<file path="src/design/seq_pkg.sv">
// ----------------------------------------
// Shared sizing, types and helpers for the
// sequence-number tracker; every module
// pulls these in by wildcard import
// ----------------------------------------

package seq_pkg;

  // ----------------------------------------
  // Sizing
  // ----------------------------------------

  // Sequence number and its epoch split
  localparam int SEQ_NUM_BITS     = 5;
  localparam int EPOCH_BITS       = 2;
  localparam int SEQ_IDX_BITS     = SEQ_NUM_BITS - EPOCH_BITS;
  localparam int NUM_ENTRIES      = 2 ** SEQ_NUM_BITS;

  // Tail retires at most this many per cycle
  localparam int RECLAIM_WIDTH    = 2;

  // Completion side
  localparam int NUM_COMP_PORTS   = 2;
  localparam int COMP_QUEUE_DEPTH = 4;
  localparam int CQ_PTR_BITS      = $clog2(COMP_QUEUE_DEPTH);
  localparam int PORT_IDX_BITS    = $clog2(NUM_COMP_PORTS);

  // ----------------------------------------
  // Types
  // ----------------------------------------

  typedef logic [SEQ_NUM_BITS-1:0]  seq_num_t;
  typedef logic [EPOCH_BITS-1:0]    epoch_t;
  typedef logic [SEQ_IDX_BITS-1:0]  seq_idx_t;
  typedef logic [CQ_PTR_BITS-1:0]   cq_ptr_t;
  // One extra bit so a full queue is countable
  typedef logic [CQ_PTR_BITS:0]     cq_count_t;
  typedef logic [PORT_IDX_BITS-1:0] port_idx_t;

  // One free per cycle into the unit
  typedef struct packed {
    logic     val;
    seq_num_t seq_num;
  } free_req_t;

  // Epoch is the top bits of a number
  function automatic epoch_t get_epoch(input seq_num_t seq_num);
    return seq_num[SEQ_NUM_BITS-1 -: EPOCH_BITS];
  endfunction

  // Index within the epoch is the rest
  function automatic seq_idx_t get_idx(input seq_num_t seq_num);
    return seq_num[SEQ_IDX_BITS-1:0];
  endfunction

endpackage

</file>
<file path="src/design/sequencing_unit.sv">
// ----------------------------------------
// Hands out sequence numbers in order,
// marks returned numbers free and moves
// the tail over freed entries in order
// ----------------------------------------

`timescale 1ns/1ns

module sequencing_unit import seq_pkg::*; (
  input  logic      clk,
  input  logic      rst,

  // Allocation, head advances on avail and take
  input  logic      alloc_take,
  output logic      alloc_avail,
  output seq_num_t  alloc_seq_num,

  // Free strobe from the arbiter
  input  free_req_t free_req,

  // Epoch of the oldest live number
  output epoch_t    tail_epoch
);

  // ----------------------------------------
  // State
  // ----------------------------------------

  seq_num_t head_ptr;
  seq_num_t tail_ptr;

  // One bit per entry, set while the number is live
  logic [NUM_ENTRIES-1:0] entry_alloc;

  seq_num_t entries_allocated;
  seq_num_t tail_incr;
  epoch_t   head_epoch;
  seq_idx_t head_idx;
  logic     is_alloc;

  // Per slot ahead of the tail, reclaimable on its own
  logic [RECLAIM_WIDTH-1:0] reclaim_ok;

  assign head_epoch = get_epoch(head_ptr);
  assign head_idx   = get_idx(head_ptr);
  assign tail_epoch = get_epoch(tail_ptr);

  // Live span between tail and head
  assign entries_allocated = head_ptr - tail_ptr;

  // ----------------------------------------
  // Allocation
  // ----------------------------------------

  // Stop at the last index of an epoch when the
  // next epoch is still held by the tail
  assign alloc_avail = !((head_idx == '1) &&
                         ((head_epoch + epoch_t'(1)) == tail_epoch));

  assign alloc_seq_num = head_ptr;
  assign is_alloc      = alloc_avail && alloc_take;

  always_ff @(posedge clk) begin
    if (rst) begin
      head_ptr <= '0;
    end else if (is_alloc) begin
      head_ptr <= head_ptr + seq_num_t'(1);
    end
  end

  // ----------------------------------------
  // Entry marking
  // ----------------------------------------

  // Head slot is always outside the live span,
  // so alloc and free never hit the same entry
  always_ff @(posedge clk) begin
    if (rst) begin
      entry_alloc <= '0;
    end else begin
      if (is_alloc) begin
        entry_alloc[head_ptr] <= 1'b1;
      end
      if (free_req.val) begin
        entry_alloc[free_req.seq_num] <= 1'b0;
      end
    end
  end

  // ----------------------------------------
  // Reclaim
  // ----------------------------------------

  // Slot i qualifies when freed and still inside the live span
  for (genvar i = 0; i < RECLAIM_WIDTH; i++) begin : g_scan
    seq_num_t scan_ptr;

    assign scan_ptr      = tail_ptr + seq_num_t'(i);
    assign reclaim_ok[i] = !entry_alloc[scan_ptr] &&
                           (seq_num_t'(i) < entries_allocated);
  end

  // Length of the unbroken run from the tail
  always_comb begin : reclaim_count
    logic run_open;

    run_open  = 1'b1;
    tail_incr = '0;
    for (int i = 0; i < RECLAIM_WIDTH; i++) begin
      run_open = run_open && reclaim_ok[i];
      if (run_open) begin
        tail_incr = tail_incr + seq_num_t'(1);
      end
    end
  end

  always_ff @(posedge clk) begin
    if (rst) begin
      tail_ptr <= '0;
    end else begin
      tail_ptr <= tail_ptr + tail_incr;
    end
  end

  // ----------------------------------------
  // Checks
  // ----------------------------------------

  // Completions only return numbers that are live
  a_free_live: assert property (
    @(posedge clk) disable iff (rst)
    free_req.val |-> entry_alloc[free_req.seq_num]
  ) else $error("free of entry %0d that is not live", free_req.seq_num);

  // Tail may close the gap to the old head but never cross it
  a_tail_behind_head: assert property (
    @(posedge clk) disable iff (rst)
    1'b1 |=> (seq_num_t'($past(head_ptr) - tail_ptr) <= $past(entries_allocated))
  ) else $error("tail moved past head");

endmodule

</file>
<file path="src/design/completion_queue.sv">
// ----------------------------------------
// Small FIFO of finished numbers for one
// completion port, popped by arbiter grant
// ----------------------------------------

`timescale 1ns/1ns

module completion_queue import seq_pkg::*; (
  input  logic     clk,
  input  logic     rst,
  input  logic     push,
  input  seq_num_t push_seq_num,
  output logic     full,
  output logic     req,
  output seq_num_t head_seq_num,
  input  logic     grant
);

  // Storage and pointers
  seq_num_t  mem [COMP_QUEUE_DEPTH];
  cq_ptr_t   wr_ptr;
  cq_ptr_t   rd_ptr;
  cq_count_t count;

  logic do_push;
  logic do_pop;

  // ----------------------------------------
  // Status
  // ----------------------------------------

  assign full         = (count == cq_count_t'(COMP_QUEUE_DEPTH));
  assign req          = (count != '0);
  assign head_seq_num = mem[rd_ptr];

  // Overflow push is dropped
  assign do_push = push && !full;
  assign do_pop  = grant && req;

  // ----------------------------------------
  // Pointers and count
  // ----------------------------------------

  // Depth is a power of two, pointers wrap on their own
  always_ff @(posedge clk) begin
    if (rst) begin
      wr_ptr <= '0;
      rd_ptr <= '0;
      count  <= '0;
    end else begin
      if (do_push) begin
        wr_ptr <= wr_ptr + cq_ptr_t'(1);
      end
      if (do_pop) begin
        rd_ptr <= rd_ptr + cq_ptr_t'(1);
      end
      case ({do_push, do_pop})
        2'b10:   count <= count + cq_count_t'(1);
        2'b01:   count <= count - cq_count_t'(1);
        default: count <= count;
      endcase
    end
  end

  // Payload write
  always_ff @(posedge clk) begin
    if (do_push) begin
      mem[wr_ptr] <= push_seq_num;
    end
  end

  // ----------------------------------------
  // Checks
  // ----------------------------------------

  a_no_push_full: assert property (
    @(posedge clk) disable iff (rst) push |-> !full
  ) else $error("push into full completion queue");

  // Arbiter must only grant a requesting queue
  a_no_grant_empty: assert property (
    @(posedge clk) disable iff (rst) grant |-> req
  ) else $error("grant to empty completion queue");

endmodule

</file>
<file path="src/design/free_arbiter.sv">
// ----------------------------------------
// Round-robin pick between the completion
// queue heads, drives the single free strobe
// ----------------------------------------

`timescale 1ns/1ns

module free_arbiter import seq_pkg::*; (
  input  logic                           clk,
  input  logic                           rst,
  input  logic     [NUM_COMP_PORTS-1:0]  req,
  input  seq_num_t [NUM_COMP_PORTS-1:0]  head_seq_num,
  output logic     [NUM_COMP_PORTS-1:0]  grant,
  output free_req_t                      free_req
);

  // Last winner gets lowest priority next time
  port_idx_t last_winner;
  port_idx_t winner;
  logic      found;

  // ----------------------------------------
  // Pick
  // ----------------------------------------

  // Scan from the port after the last winner
  always_comb begin : pick
    port_idx_t cand;

    found  = 1'b0;
    winner = last_winner;
    grant  = '0;
    for (int k = 1; k <= NUM_COMP_PORTS; k++) begin
      cand = port_idx_t'((int'(last_winner) + k) % NUM_COMP_PORTS);
      if (!found && req[cand]) begin
        found  = 1'b1;
        winner = cand;
      end
    end
    if (found) begin
      grant[winner] = 1'b1;
    end
  end

  assign free_req.val     = found;
  assign free_req.seq_num = head_seq_num[winner];

  // Reset to the top port so port 0 goes first
  always_ff @(posedge clk) begin
    if (rst) begin
      last_winner <= port_idx_t'(NUM_COMP_PORTS - 1);
    end else if (found) begin
      last_winner <= winner;
    end
  end

  // ----------------------------------------
  // Checks
  // ----------------------------------------

  // One grant at most, only to a requester, none lost while any port asks
  a_grant_onehot: assert property (
    @(posedge clk) disable iff (rst)
    $onehot0(grant) && ((grant & ~req) == '0) && ((req != '0) == (grant != '0))
  ) else $error("free grant not a single requesting port");

  // A loser that keeps requesting wins the next cycle
  for (genvar p = 0; p < NUM_COMP_PORTS; p++) begin : g_fair
    a_loser_next: assert property (
      @(posedge clk) disable iff (rst)
      (req[p] && !grant[p] && (grant != '0)) |=> (!req[p] || grant[p])
    ) else $error("port %0d starved", p);
  end

endmodule

</file>
<file path="src/design/age_compare.sv">
// ----------------------------------------
// Combinational age order of two live
// numbers, relative to the tail epoch
// ----------------------------------------

`timescale 1ns/1ns

module age_compare import seq_pkg::*; (
  input  epoch_t   tail_epoch,
  input  seq_num_t query_a,
  input  seq_num_t query_b,
  output logic     a_older
);

  // Epochs counted from the tail, wrap is mod 4
  epoch_t   rebased_a;
  epoch_t   rebased_b;
  seq_idx_t idx_a;
  seq_idx_t idx_b;

  // ----------------------------------------
  // Rebase
  // ----------------------------------------

  // Tail epoch becomes 0, later epochs count up from it
  assign rebased_a = get_epoch(query_a) - tail_epoch;
  assign rebased_b = get_epoch(query_b) - tail_epoch;

  assign idx_a = get_idx(query_a);
  assign idx_b = get_idx(query_b);

  // ----------------------------------------
  // Order
  // ----------------------------------------

  // Epoch first, index breaks the tie
  // Equal numbers are not older
  assign a_older = ({rebased_a, idx_a} < {rebased_b, idx_b});

endmodule

</file>
<file path="src/design/seq_tracker_top.sv">
// ----------------------------------------
// Top of the tracker, joins the sequencing
// unit, completion queues, arbiter and the
// age comparator
// ----------------------------------------

`timescale 1ns/1ns

module seq_tracker_top import seq_pkg::*; (
  input  logic                           clk,
  input  logic                           rst,

  // Allocation
  input  logic                           alloc_take,
  output logic                           alloc_avail,
  output seq_num_t                       alloc_seq_num,

  // Completions, one lane per port
  input  logic     [NUM_COMP_PORTS-1:0]  comp_push,
  input  seq_num_t [NUM_COMP_PORTS-1:0]  comp_seq_num,
  output logic     [NUM_COMP_PORTS-1:0]  comp_full,

  // Age query
  input  seq_num_t                       query_a,
  input  seq_num_t                       query_b,
  output logic                           a_older,
  output epoch_t                         tail_epoch
);

  // Queue to arbiter
  logic     [NUM_COMP_PORTS-1:0] cq_req;
  logic     [NUM_COMP_PORTS-1:0] cq_grant;
  seq_num_t [NUM_COMP_PORTS-1:0] cq_head;

  // Arbiter to unit
  free_req_t free_req;

  sequencing_unit u_seq_unit (
    .clk           (clk),
    .rst           (rst),
    .alloc_take    (alloc_take),
    .alloc_avail   (alloc_avail),
    .alloc_seq_num (alloc_seq_num),
    .free_req      (free_req),
    .tail_epoch    (tail_epoch)
  );

  // One queue per completion port
  for (genvar p = 0; p < NUM_COMP_PORTS; p++) begin : g_cq
    completion_queue u_cq (
      .clk          (clk),
      .rst          (rst),
      .push         (comp_push[p]),
      .push_seq_num (comp_seq_num[p]),
      .full         (comp_full[p]),
      .req          (cq_req[p]),
      .head_seq_num (cq_head[p]),
      .grant        (cq_grant[p])
    );
  end

  free_arbiter u_free_arb (
    .clk          (clk),
    .rst          (rst),
    .req          (cq_req),
    .head_seq_num (cq_head),
    .grant        (cq_grant),
    .free_req     (free_req)
  );

  age_compare u_age_cmp (
    .tail_epoch (tail_epoch),
    .query_a    (query_a),
    .query_b    (query_b),
    .a_older    (a_older)
  );

endmodule

</file>
<file path="config.mk">
export PLATFORM = sky130hd
export DESIGN_NAME = seq_tracker_top
export DESIGN_NICKNAME = d
export VERILOG_FILES = /design/src/design/seq_pkg.sv /design/src/design/sequencing_unit.sv /design/src/design/completion_queue.sv /design/src/design/free_arbiter.sv /design/src/design/age_compare.sv /design/src/design/seq_tracker_top.sv
export SDC_FILE = /design/constraint.sdc
export NUM_CORES = 1
export LEC_CHECK = 0
export ABC_CLOCK_PERIOD_IN_PS = 3100
export BUFFER_PORTS_ARGS = -buffer_cell sky130_fd_sc_hd__buf_2
export CORE_MARGIN = 2
export CORE_UTILIZATION = 39
export CTS_CLUSTER_DIAMETER = 80
export DETAILED_ROUTE_END_ITERATION = 6
export PLACE_DENSITY = 0.58
export SETUP_SLACK_MARGIN = 0.1
export SYNTH_ARGS = -nofsm -noshare
export SYNTH_HDL_FRONTEND = slang
export SYNTH_SLANG_ARGS = --single-unit
export TNS_END_PERCENT = 5
</file>
<file path="constraint.sdc">
create_clock -name clk -period 3.1 [get_ports clk]
set_clock_uncertainty 0.05 [all_clocks]
set_input_delay 0.31 -clock clk [delete_from_list [all_inputs] [get_ports clk]]
set_output_delay 0.31 -clock clk [all_outputs]
set_load 0.02 [all_outputs]
</file>
---- Yosys cells after proc, flatten, opt, wreduce, memory -nomap -nowiden ----
Memories as Yosys holds them, arrays and structs flattened. A register that Yosys moved wholly into a read port is not among the register bits.
Index checks and enable logic that the tools add are counted.
storage, ports and cells
  register bits ........................... 57
  latch bits .............................. 0
  memory bits (writable) .................. 40
  memory bits (read-only) ................. 0
  input port bits ......................... 25
  memories ................................ 2
memory list
  name              words  bits a word  rd ports  clocked after memory_dff  wr ports  RTL line                text
  g_cq[0].u_cq.mem  4      5            1         1                         1         completion_queue.sv:20  seq_num_t mem [COMP_QUEUE_DEPTH];
  g_cq[1].u_cq.mem  4      5            1         1                         1         completion_queue.sv:20
cells by class
  add/sub/neg operators ................... 18
  multiply operators ...................... 0
  div/mod/pow operators ................... 0
  order comparisons ....................... 13
  equal/unequal tests ..................... 8
  shift operators ......................... 0
  mux-type cells .......................... 36
  bitwise logic cells ..................... 3
  reduce and logical (&&, ||, !) cells .... 23
operators with widths
  kind                   number
  $mux W32               3
  $and A32 B32 Y32       1
  $not A32 Y32           1
  $or A32 B32 Y32        1
  $lt A5 B6 Y1 const B   4
  $mux W1                18
  $mux W5                3
  $logic_and A1 B1 Y1    13
  $pmux W3 S2            2
  $add A2 B1 Y2 const B  5
  $add A5 B1 Y5 const B  2
  $bmux W1 S5            2
  $demux W1 S5           2
  $ge A5 B1 Y1 const B   2
  $lt A1 B5 Y1 const A   2
  $mux W2                5
  $eq A3 B3 Y1 const B   3
  $add A3 B1 Y3 const B  2
  $logic_not A1 Y1       6
  $lt A1 B2 Y1 const B   3
  $reduce_bool A3 Y1     2
  $sub A3 B1 Y3 const B  2
  $add A5 B5 Y5          1
  $lt A5 B5 Y1           1
  10 further kinds       15

---- Depth between registers and ports, before layout ----
Gate-level depths: netlist of run 1.
  depth after elaboration ................. 16
  mapped depth ............................ 15
  depth with buffers taken out ............ 15

---- Cells and area by module ----
A second synthesis of run 1 with hierarchy kept.
second synthesis, totals
  cell total of the unflattened synthesis .. 445
  area total of the unflattened synthesis .. 5307.6 µm²
modules (own cells, without submodules)
  module            times used  cells each  area an instance (µm²)  seq. area each (µm²)
  sequencing_unit   1           253         2617.5                  840.8
  completion_queue  2           78          1188.6                  780.7
  age_compare       1           22          173.9                   0.0
  free_arbiter      1           14          138.9                   20.0

---- Least setup slack after synthesis of run 1 ----
OpenSTA, ideal clock, no wires.
  kind .................................... reg2reg
  start ................................... reg u_seq_unit.tail_ptr[2]
  end ..................................... reg u_seq_unit.tail_ptr[4]
  library setup time ...................... 128 ps
  arrival ................................. 3064 ps
  data required time ...................... 2922 ps
  path slack .............................. -142 ps
  cell stages (with the launch flop) ...... 14
  clock period less this slack ............ 3242 ps
  path through ............................ dfxtp_1 > buf_1 > inv_1 > ha_1 > o21a_1 > or3_1 > a211o_1 > a211oi_1 > ha_1 > inv_1 > fa_1 > nor3_1 > xnor2_1 > nor2_1
on the way
  cells in the longest elaborated chain, start to end .. 8
  elaborated cells between the ends (all ways) .. 17
  classes of those cells .................. 4 x add/sub; 2 x order compare; 6 x mux; 5 x reduce/logical
ends and longest elaborated chain
  element                                                                   RTL line                                        text
  start: declaration                                                        sequencing_unit.sv:30                           seq_num_t tail_ptr;
  start signal: assignment                                                  sequencing_unit.sv:121                          tail_ptr <= tail_ptr + tail_incr;
  $add A5 B1 Y5 / $bmux W1 S5 (equally long branches)                       sequencing_unit.sv:98, sequencing_unit.sv:99
  $bmux W1 S5 / $mux W1 (equally long branches)                             sequencing_unit.sv:99                           assign reclaim_ok[i] = !entry_alloc[scan_ptr] &&
  $mux W1 (not written as such) / $logic_not A1 Y1 (equally long branches)  sequencing_unit.sv:99
  $logic_not A1 Y1 / $logic_and A1 B1 Y1 (equally long branches)            sequencing_unit.sv:99
  $logic_and A1 B1 Y1 / $mux W1 (equally long branches)                     sequencing_unit.sv:99, sequencing_unit.sv:111
  $logic_and A1 B1 Y1 / $add A1 B1 Y2 (equally long branches)               sequencing_unit.sv:110, sequencing_unit.sv:112
  $mux W5                                                                   sequencing_unit.sv:111                          if (run_open) begin
  $add A5 B5 Y5 *                                                           sequencing_unit.sv:121
Every way passes the cells marked *; elsewhere a longest branch is shown, timed or not. The select of a mux whose other input is x is not followed.
A chain may end at the register's enable or synchronous reset.

---- Worst setup path in the final report of run 1 ----
  start ................................... reg u_seq_unit.head_ptr[0] (netlist: u_seq_unit.alloc_seq_num[0])
  end ..................................... reg u_seq_unit.tail_ptr[4]
on the way
  cells in the longest elaborated chain, start to end .. 7
  elaborated cells between the ends (all ways) .. 10
  classes of those cells .................. 3 x add/sub; 2 x order compare; 2 x mux; 3 x reduce/logical
ends and longest elaborated chain
  element                   RTL line                text
  start: declaration        sequencing_unit.sv:29   seq_num_t head_ptr;
  start signal: assignment  sequencing_unit.sv:67   head_ptr <= head_ptr + seq_num_t'(1);
  $sub A5 B5 Y5 *           sequencing_unit.sv:49   assign entries_allocated = head_ptr - tail_ptr;
  $lt A1 B5 Y1              sequencing_unit.sv:100  (seq_num_t'(i) < entries_allocated);
  $logic_and A1 B1 Y1       sequencing_unit.sv:99
  $mux W1                   sequencing_unit.sv:111
  $add A1 B1 Y2             sequencing_unit.sv:112  tail_incr = tail_incr + seq_num_t'(1);
  $mux W5 *                 sequencing_unit.sv:111
  $add A5 B5 Y5 *           sequencing_unit.sv:121
Every way passes the cells marked *; elsewhere a longest branch is shown, timed or not.

==> key figures, run 1 <==
Run status
  • Status: complete, no violations

Global route
  • Antenna violations before repair: 0
  • Total gr overflow: 0
  • First-pass GRT wire length: between 15 and 20 mm
  • Vias in the first global route: approximately 3600
  • Largest net degree at the start of global routing: 27
  • Total global-route track usage: between 15 and 20%

Clock tree
  • TritonCTS Buffers: 9
  • CTS tree: yes
  • Hold Buf Count CTS: 0
  • CTS sink cnt: 101
  • Clock-pin transition on the worst setup and hold timing paths: 0.07 ns
  • Deepest clock path buffer count: 2
  • Root buf cell: clkbuf_16
  • Clk_lat worst skew: 0.35 ns
  • H-tree levels: 3

Pwr
  • Pleak: 2.199 nW
  • Pwr Density: 793.8 nW/um^2
  • Total power: 4.805 mW
  • Clock power share: 22.4%
  • Switching pwr: 1.821 mW
  • P_int: 2.984 mW
  • Peak supply drop: 0.4784 mV
  • Power share of the combinational group: between 40% and 50%
  • Seq pwr share: 35.2%
  • Sw frac: 37.90%

Cells and area
  • Register area: 2426 um^2
  • N_diodes: 0
  • Share of cells above drive strength 1: around a quarter
  • Fill cells: 1222
  • Multi-input combinational cell area: 2671 um^2
  • Area growth syn-to-layout: 13.59%
  • Design area: 6053 um^2
  • Finished Core Util: 45.53%
  • # nets final: about 550

STA
  • Slew Limit Fails: 0
  • Final period util: 97.32%
  • Relative slew slack: 47.91%
  • Worst Tran Pin Value: 0.7784 ns
  • Setup_tns: 0 ns
  • Hold Vio Cnt, Final: 0
  • # setup viols final: 0
  • Period minus WS final: between 3 and 4 ns
  • RSZ-0062 raised after global routing: yes
  • FMAX: 331.5 MHz

Logic synthesis
  • Netlist Area Pre-Place: 5329 um^2
  • Syn Area/Cell: approximately 12 um^2
  • Yosys cell types: 48
  • Fraction of registers with async set/reset: 0%
  • Xor/xnor cell area share of the yosys netlist: between 4 and 5%
  • YS warnings: 0
  • Flops & latches, synth: 101
  • Post-Synth Adder-Cell Area: 9.016%
  • Top_reg_cell synth: dfxtp_1
  • Simple-Gate Fraction of Synth Area: 9.345%
  • Mapped Cells: between 400 and 500
  • Largest family of logic cells by synthesized area: multiplexers
  • Sequential share of the synthesized area: 45.46%
  • Synth Area in Compound Gates: 13.01%
  • Number of synthesized flops with an enable pin: 40
  • Synth Net Count: 514
  • Post-synthesis mux area share: 13.69%

Routing
  • Final ANT Viol Nets: 0
  • DR WL met3: ~550 um
  • Initial DRC Count: ~170
  • Highest Signal Layer: met4
  • Final wirelength: 11.18 mm
  • Wire per inst: 16.61 um
  • Met2 wire length: roughly 5.4 mm
  • Routed vias: 3597
  • DRC: 0
  • Iteration count of the initial detailed-routing pass: 4
  • Routed met1 length: 5.037 mm
  • Via-to-Cell Ratio: between 5 and 6

Floorplanning
  • Die Area: between 10000 and 15000 um^2
  • I/O pin total: 36
  • Core area: 13300 um^2
  • Starting Density: 40.08%
  • Cell row count: 42
  • Die Y-Extent: 120.9 um
  • Die width: ~120 um

Critical path
  • CP startpoint kind: flop
  • Worst Path Max Fanout: 3
  • Arrival @ worst endpoint: 3.19 ns
  • WS Path Type: reg2reg
  • Req. time, crit path: 3.27 ns
  • Crit path capture type: flop

Placement
  • Final HPWL DP: 8.359 mm
  • GPL Wtd Cong: 0.8260
  • IO buf count: 35
  • DP Area: 5758 um^2

Min path
  • HP Class: in2reg

Job
  • Max cap viols: 0
[cell usage after synthesis, drive strengths merged (13+ instances only)]
library cell	n	area share, %
dfxtp	61	23
a211oi	34	5.1
a21oi	27	2.6
ha	32	7.5
mux4	24	10
edfxtp	40	23
nor2b	13	1.5
inv	30	2.1
xnor2	19	3.1
nor2	30	2.1
buf	15	1.9
clkbuf	13	0.92
a31oi	16	1.9
[through the flow]
| step | std cells | setup slack, ns | hold WS [ns] |
|---|---|---|---|
| 5_1_grt | 673 | -0.09379 | 0.1220 |
| 3_3_place_gp | 658 | 0.09129 | 0.4313 |
| 3_5_place_dp | 658 | -0.03131 | 0.4523 |
| 4_1_cts | 673 | 0.06055 | 0.1158 |
| 6_report | 673 | 0.08323 | 0.1291 |
| 2_1_floorplan | 453 | 0.1217 | 0.3589 |
[cell usage in the layout, fill, tap and decap left out, types with 11 or more instances in the layout]
master / instances
a211oi_1: 30
mux4_2: 24
xnor2_1: 19
buf_4: 21
dfxtp_1: 58
a31oi_1: 16
a21oi_1: 25
and2_1: 11
inv_1: 28
nor2_1: 30
edfxtp_1: 40
buf_2: 35
ha_1: 30
nor2b_1: 13
[worst paths after layout]
kind,startpoint,endpoint,slack (ns),cells past startpoint
worst max-delay path,u_seq_unit.alloc_seq_num[0],u_seq_unit.tail_ptr[4],0.08,15
worst min-delay path,comp_seq_num[6],g_cq[1].u_cq.mem[2][1],0.13,1
worst max register to register,u_seq_unit.alloc_seq_num[0],u_seq_unit.tail_ptr[4],0.08,15
worst min register to register,g_cq[1].u_cq.count[2],g_cq[1].u_cq.count[2],0.46,2
[sequential cells by signal, indices dropped and copies added (netlist names), named ones only]
signal / flops
g_cq.u_cq.wr_ptr: 4
u_seq_unit.tail_ptr: 5
u_seq_unit.entry_alloc: 32
u_free_arb.last_winner: 1
g_cq.u_cq.count: 6
g_cq.u_cq.mem: 40
u_seq_unit.alloc_seq_num: 5
g_cq.u_cq.rd_ptr: 4
[timing repair]
item | CTS | global route
resized for setup | 6 | 1
pin swaps | 0 | 1
setup buffers | 0 | 0
setup endpoints to repair | 3 | 4
endpoints found under the hold margin | 0 | 0
[power groups by stage]
stage / Clock [mW] / Combinational (mW) / Sequential (mW)
after floorplan: 0 / 1.62 / 1.68
after global placement: 0 / 2.00 / 1.71
after detailed placement: 0 / 2.04 / 1.72
after CTS: 1.11 / 2.07 / 1.69
after global routing: 1.15 / 2.25 / 1.71
final: 1.07 / 2.04 / 1.69
[area by class of cell]
class                           count  share of cell area, %
Inverter                           30                  1.860
Sequential cell                   101                  40.08
Clock buffer                        9                  3.721
Timing Repair Buffer               57                  5.684
Clock inverter                      6                 0.8888
Multi-Input combinational cell    294                  44.13
Tap cell                          176                  3.638
[critical path: stages, from the launching register on]
cell and delay, ns:
dfxtp_2 0.32, inv_2 0.06, ha_1 0.16, inv_1 0.06
fa_2 0.35, a21o_1 0.18, a21oi_2 0.15, xnor2_1 0.09
a211o_1 0.31, a211oi_2 0.20, ha_2 0.21, inv_1 0.05
fa_2 0.36, nor3_2 0.14, xnor2_1 0.14, nor2_1 0.05
[kinds of logic after synthesis]
| kind of cell | after synthesis |
|---|---|
| flops | 101 |
| simple gates | 89 |
| xor+xnor | 28 |
| compound gates | 100 |
| buf+inv | 58 |
| fa+ha+maj | 36 |
| mux | 41 |
[per-layer routing]
metal / GRT usage, % / up-vias
met2: 26.86 / 92
met1: 20.54 / 1750
met5: 0 / -
met4: 5.741 / 0
li1: - / 1742
met3: 3.102 / 13
Note: power is estimated with default switching activity, not from simulation.
==> run 2: changes to the inputs <==
--- a/config.mk
+++ b/config.mk
@@ -8,12 +8,12 @@
 export ABC_CLOCK_PERIOD_IN_PS = 3100
 export BUFFER_PORTS_ARGS = -buffer_cell sky130_fd_sc_hd__buf_2
 export CORE_MARGIN = 2
-export CORE_UTILIZATION = 39
+export CORE_UTILIZATION = 40
 export CTS_CLUSTER_DIAMETER = 80
 export DETAILED_ROUTE_END_ITERATION = 6
-export PLACE_DENSITY = 0.58
+export PLACE_DENSITY = 0.59
 export SETUP_SLACK_MARGIN = 0.1
 export SYNTH_ARGS = -nofsm -noshare
 export SYNTH_HDL_FRONTEND = slang
 export SYNTH_SLANG_ARGS = --single-unit
-export TNS_END_PERCENT = 5
+export TNS_END_PERCENT = 30
==> key figures, run 2 (same netlist as run 1, synthesis figures left out) <==
Global route
  • Total global-route track usage: 17.62%
  • Antenna violations before repair: 0
  • Vias in the first global route: 3733
  • Largest net degree at the start of global routing: 60
  • Total gr overflow: 0
  • First-pass GRT wire length: 19.30 mm

STA
  • Final period util: a little over nine tenths
  • Hold Vio Cnt, Final: 0
  • Relative slew slack: 20.79%
  • Setup ws final: 0.05222 ns
  • Slew Limit Fails: 0
  • RSZ-0062 raised after global routing: yes
  • Setup_tns: 0 ns
  • Hold Slack: 0.1108 ns
  • Worst Tran Pin Value: about 1.2 ns
  • FMAX: ~330 MHz
  • # setup viols final: 0
  • Period minus WS final: 3.048 ns

Cells and area
  • Max reg flops: 40
  • Fill cells: 1224
  • Register name with the most flops: g_cq.u_cq.mem
  • Regs by FF count: g_cq.u_cq.mem x40, u_seq_unit.entry_alloc x32, g_cq.u_cq.count x6
  • Commonest non-fill, non-tap cells in the layout: dfxtp_1 (58), edfxtp_1 (40), buf_2 (35)
  • Most common cell after layout, fill and taps aside: dfxtp_1
  • Area growth syn-to-layout: 14.86%
  • # nets final: 555
  • N_diodes: 0
  • Share of cells above drive strength 1: between 20% and 30%

Placement
  • GPL Wtd Cong: 0.8072
  • Setup WS pre-CTS: -0.07084 ns
  • Final HPWL DP: around 8.4 mm
  • IO buf count: 35

Run status
  • Status: complete, no violations

Floorplanning
  • Die Area: around 14000 um^2
  • Cell row count: 42
  • Core area: 13140 um^2
  • Starting Density: 40.56%
  • Die width: about 120 um
  • I/O pin total: 36
  • Die Y-Extent: ~120 um

Clock tree
  • H-tree levels: 3
  • Clock-pin transition on the worst setup and hold timing paths: 0.07 ns
  • Deepest clock path buffer count: 2
  • Clk_lat worst skew: 0.36 ns
  • Root buf cell: clkbuf_16
  • CTS tree: yes
  • CTS sink cnt: around 100
  • TritonCTS Buffers: 9

Routing
  • Final ANT Viol Nets: 0
  • Routed vias: roughly 3600
  • Via-to-Cell Ratio: 5.404
  • Initial DRC Count: approximately 160
  • Final wirelength: 11.84 mm
  • Wire per inst: 17.54 um
  • Iteration count of the initial detailed-routing pass: 4
  • DRC: 0

Pwr
  • Pleak: 2.232 nW
  • Pwr Density: 807.4 nW/um^2
  • Peak supply drop: 0.5521 mV

Critical path
  • Req. time, crit path: around 3.3 ns
  • WS Path Type: reg2reg
  • CP startpoint kind: flop
  • Arrival @ worst endpoint: 3.20 ns
  • Worst Path Max Fanout: 3
  • Crit path capture type: flop
  • R2R Setup Slk: 0.05 ns

Job
  • Max cap viols: 0

Min path
  • HP Class: in2reg
[run 2: final timing paths]
kind,cells after the start,startpoint,endpoint
worst min register to register,2,g_cq[1].u_cq.count[2],g_cq[1].u_cq.count[2]
worst max register to register,15,u_seq_unit.alloc_seq_num[0],u_seq_unit.tail_ptr[4]
worst max-delay path,15,u_seq_unit.alloc_seq_num[0],u_seq_unit.tail_ptr[4]
worst min-delay path,1,comp_seq_num[7],g_cq[1].u_cq.mem[2][2]
[run 2: per-layer routing]
layer,vias up,global-route usage [%],part of all wire [%]
met2,90,30.78,51
li1,1749,-,-
met1,1798,21.76,43
met4,0,4.338,0.95
met5,-,0,0
met3,11,4.598,5.0
[run 2: area by class of cell]
class	instances	area (um^2)	share of cell area [%]
Clock buffer	9	225.2	3.679
Clock inverter	7	67.56	1.104
Inverter	30	112.6	1.840
Multi-Input combinational cell	294	2709	44.26
Sequential cell	101	2431	39.72
Tap cell	176	220.2	3.598
Timing Repair Buffer	58	355.3	5.805
[run 2: power breakdown]
group	total (mW)	internal (mW)	switching [mW]	leakage, nW
logic	2.14	0.922	1.22	1.22
registers	1.70	1.56	0.139	0.865
clock network	1.11	0.563	0.546	0.145
[run 2: through the flow]
stage / util [%] / instances / total power [mW] / instance area [um^2]
global placement: 43.83 / 658 / 3.745 / 5758
floorplan: - / 453 / 3.300 / 5350
detailed placement: 43.83 / 658 / 3.810 / 5758
CTS: 46.31 / 674 / 4.969 / 6085
finish: 46.59 / 675 / 4.942 / 6121
global route: 46.59 / 675 / 5.288 / 6121
[run 2: repair_timing]
item                                    4_1_cts  5_1_grt
buffers inserted                              0        1
pin swaps                                     2        1
hold buffers                                  0        0
endpoints found under the setup margin        4        4
gates resized for setup                      10        4
[run 2: worst max-delay path, stage by stage, from the launching register on]
cell and delay (ns):
dfxtp_2 0.33, inv_2 0.07, ha_1 0.17, inv_1 0.06, fa_2 0.35, a21o_1 0.17, a21oi_2 0.16, xnor2_1 0.10
a211o_1 0.30, a211oi_2 0.20, ha_2 0.21, inv_1 0.05, fa_2 0.37, nor3_4 0.13, xnor2_1 0.13, nor2_1 0.05
==> run 3: changes to the inputs <==
--- a/config.mk
+++ b/config.mk
@@ -7,7 +7,7 @@
 export LEC_CHECK = 0
 export ABC_CLOCK_PERIOD_IN_PS = 3100
 export BUFFER_PORTS_ARGS = -buffer_cell sky130_fd_sc_hd__buf_2
-export CORE_MARGIN = 2
+export CORE_MARGIN = 8
 export CORE_UTILIZATION = 40
 export CTS_CLUSTER_DIAMETER = 80
 export DETAILED_ROUTE_END_ITERATION = 6
==> key figures, run 3 (same netlist as run 1, synthesis figures left out) <==
Run status
  • Status: complete, no violations

Floorplanning
  • I/O pin total: 36
  • Cell row count: 42
  • Die Area: between 15000 and 20000 um^2
  • Starting Density: 40.56%
  • Die width: approximately 130 um
  • Die Y-Extent: 131.4 um
  • Core area: 13140 um^2

Cells and area
  • # nets final: 552
  • Finished Core Util: between 40 and 50%
  • Share of cells above drive strength 1: 26.61%
  • Most common cell after layout, fill and taps aside: dfxtp_1
  • Final Non-Filler Cells: 672
  • Commonest non-fill, non-tap cells in the layout: dfxtp_1 (58), edfxtp_1 (40), buf_2 (35), nor2_1 (30), a211oi_1 (30)
  • Max reg flops: 40
  • Regs by FF count: g_cq.u_cq.mem x40, u_seq_unit.entry_alloc x32, g_cq.u_cq.count x6
  • Register name with the most flops: g_cq.u_cq.mem
  • N_diodes: 0
  • Design area: 6075 um^2
  • Area growth syn-to-layout: 13.99%

Placement
  • IO buf count: 35
  • Final HPWL DP: 8.652 mm
  • DP Area: 5736 um^2
  • Setup WS pre-CTS: -0.03800 ns
  • Placed insts: 655
  • GPL Wtd Cong: just under 0.9

STA
  • FMAX: roughly 340 MHz
  • Hold Slack: 0.1234 ns
  • Hold Vio Cnt, Final: 0
  • Slew Limit Fails: 0
  • Final period util: ~96%
  • Setup_tns: 0 ns
  • Worst Tran Pin Value: 1.127 ns
  • Relative slew slack: between 20% and 30%
  • Period minus WS final: 2.984 ns
  • RSZ-0062 raised after global routing: yes
  • # setup viols final: 0
  • Setup ws final: 0.1158 ns

Min path
  • HP Class: in2reg

Global route
  • Vias in the first global route: 3786
  • Most Crowded Layer GR: met2
  • Total global-route track usage: 14.02%
  • First-pass GRT wire length: 19.36 mm
  • Total gr overflow: 0
  • Largest net degree at the start of global routing: 60
  • Antenna violations before repair: 0
  • Met1 usage: 15.76%
  • GRT met2 Usage: 24.62%
  • Met3 usage: 3.811%

Job
  • Max cap viols: 0

Clock tree
  • CTS tree: yes
  • TritonCTS Buffers: 9
  • H-tree levels: 3
  • Deepest clock path buffer count: 2
  • Clock-pin transition on the worst setup and hold timing paths: 0.07 ns
  • Hold Buf Count CTS: 0
  • Clk_lat worst skew: 0.35 ns
  • Root buf cell: clkbuf_16
  • CTS sink cnt: 101

Pwr
  • Pleak: around 2.2 nW
  • Pwr Density: 802.1 nW/um^2
  • Peak supply drop: between 0.5 and 0.6 mV
  • Total power: 4.872 mW

Critical path
  • CP startpoint kind: flop
  • WS Path Type: reg2reg
  • Crit path capture type: flop
  • Worst Path Max Fanout: 4
  • Req. time, crit path: 3.24 ns
  • Arrival @ worst endpoint: 3.12 ns

Routing
  • Final ANT Viol Nets: 0
  • Routed vias: 3653
  • DRC: 0
  • Wire per inst: between 15 and 20 um
  • Via-to-Cell Ratio: 5.436
  • Iteration count of the initial detailed-routing pass: 4
  • Final wirelength: 11.56 mm
  • Initial DRC Count: about 270
-- run 3: layer usage --
layer	wire length, um	part of all wire [%]
met1	4827	42
met5	0	0
met4	252	2.2
met3	612	5.3
met2	5868	51
-- run 3: path summary, 6_finish.rpt --
check,from,depth (start not counted),slack [ns],end
max,u_seq_unit.tail_ptr[1],13,0.12,u_seq_unit.tail_ptr[4]
min,comp_seq_num[5],1,0.12,g_cq[1].u_cq.mem[0][0]
max reg2reg,u_seq_unit.tail_ptr[1],13,0.12,u_seq_unit.tail_ptr[4]
min reg2reg,g_cq[1].u_cq.count[2],2,0.46,g_cq[1].u_cq.count[2]
-- run 3: layout make-up --
cell class,count,area (um^2)
clock buffer,11,252.7
clock inverter,5,40.04
fill,1218,7063
inverter,30,112.6
multi-input combinational,294,2685
sequential,101,2431
tap,176,220.2
timing repair buffer,55,332.8
-- run 3: timing repair --
item | in CTS | in global routing
resized for setup | 10 | 3
setup endpoints to repair | 4 | 4
pin swaps | 2 | 0
buffers inserted | 1 | 0
-- run 3: power breakdown --
part	leakage (nW)	internal (mW)	total (mW)	switching, mW
clock	0.146	0.595	1.09	0.494
combinational	1.19	0.896	2.09	1.19
sequential	0.865	1.56	1.70	0.139
-- run 3: critical path, stage by stage (launching register included) --
cell and delay [ns]:
dfxtp_4 0.38, inv_2 0.06, ha_1 0.26, nor2b_1 0.13
o21a_1 0.17, or3_1 0.32, a211o_1 0.33, a211oi_2 0.19
ha_2 0.21, inv_1 0.06, fa_2 0.36, nor3_2 0.13
xnor2_1 0.13, nor2_1 0.05
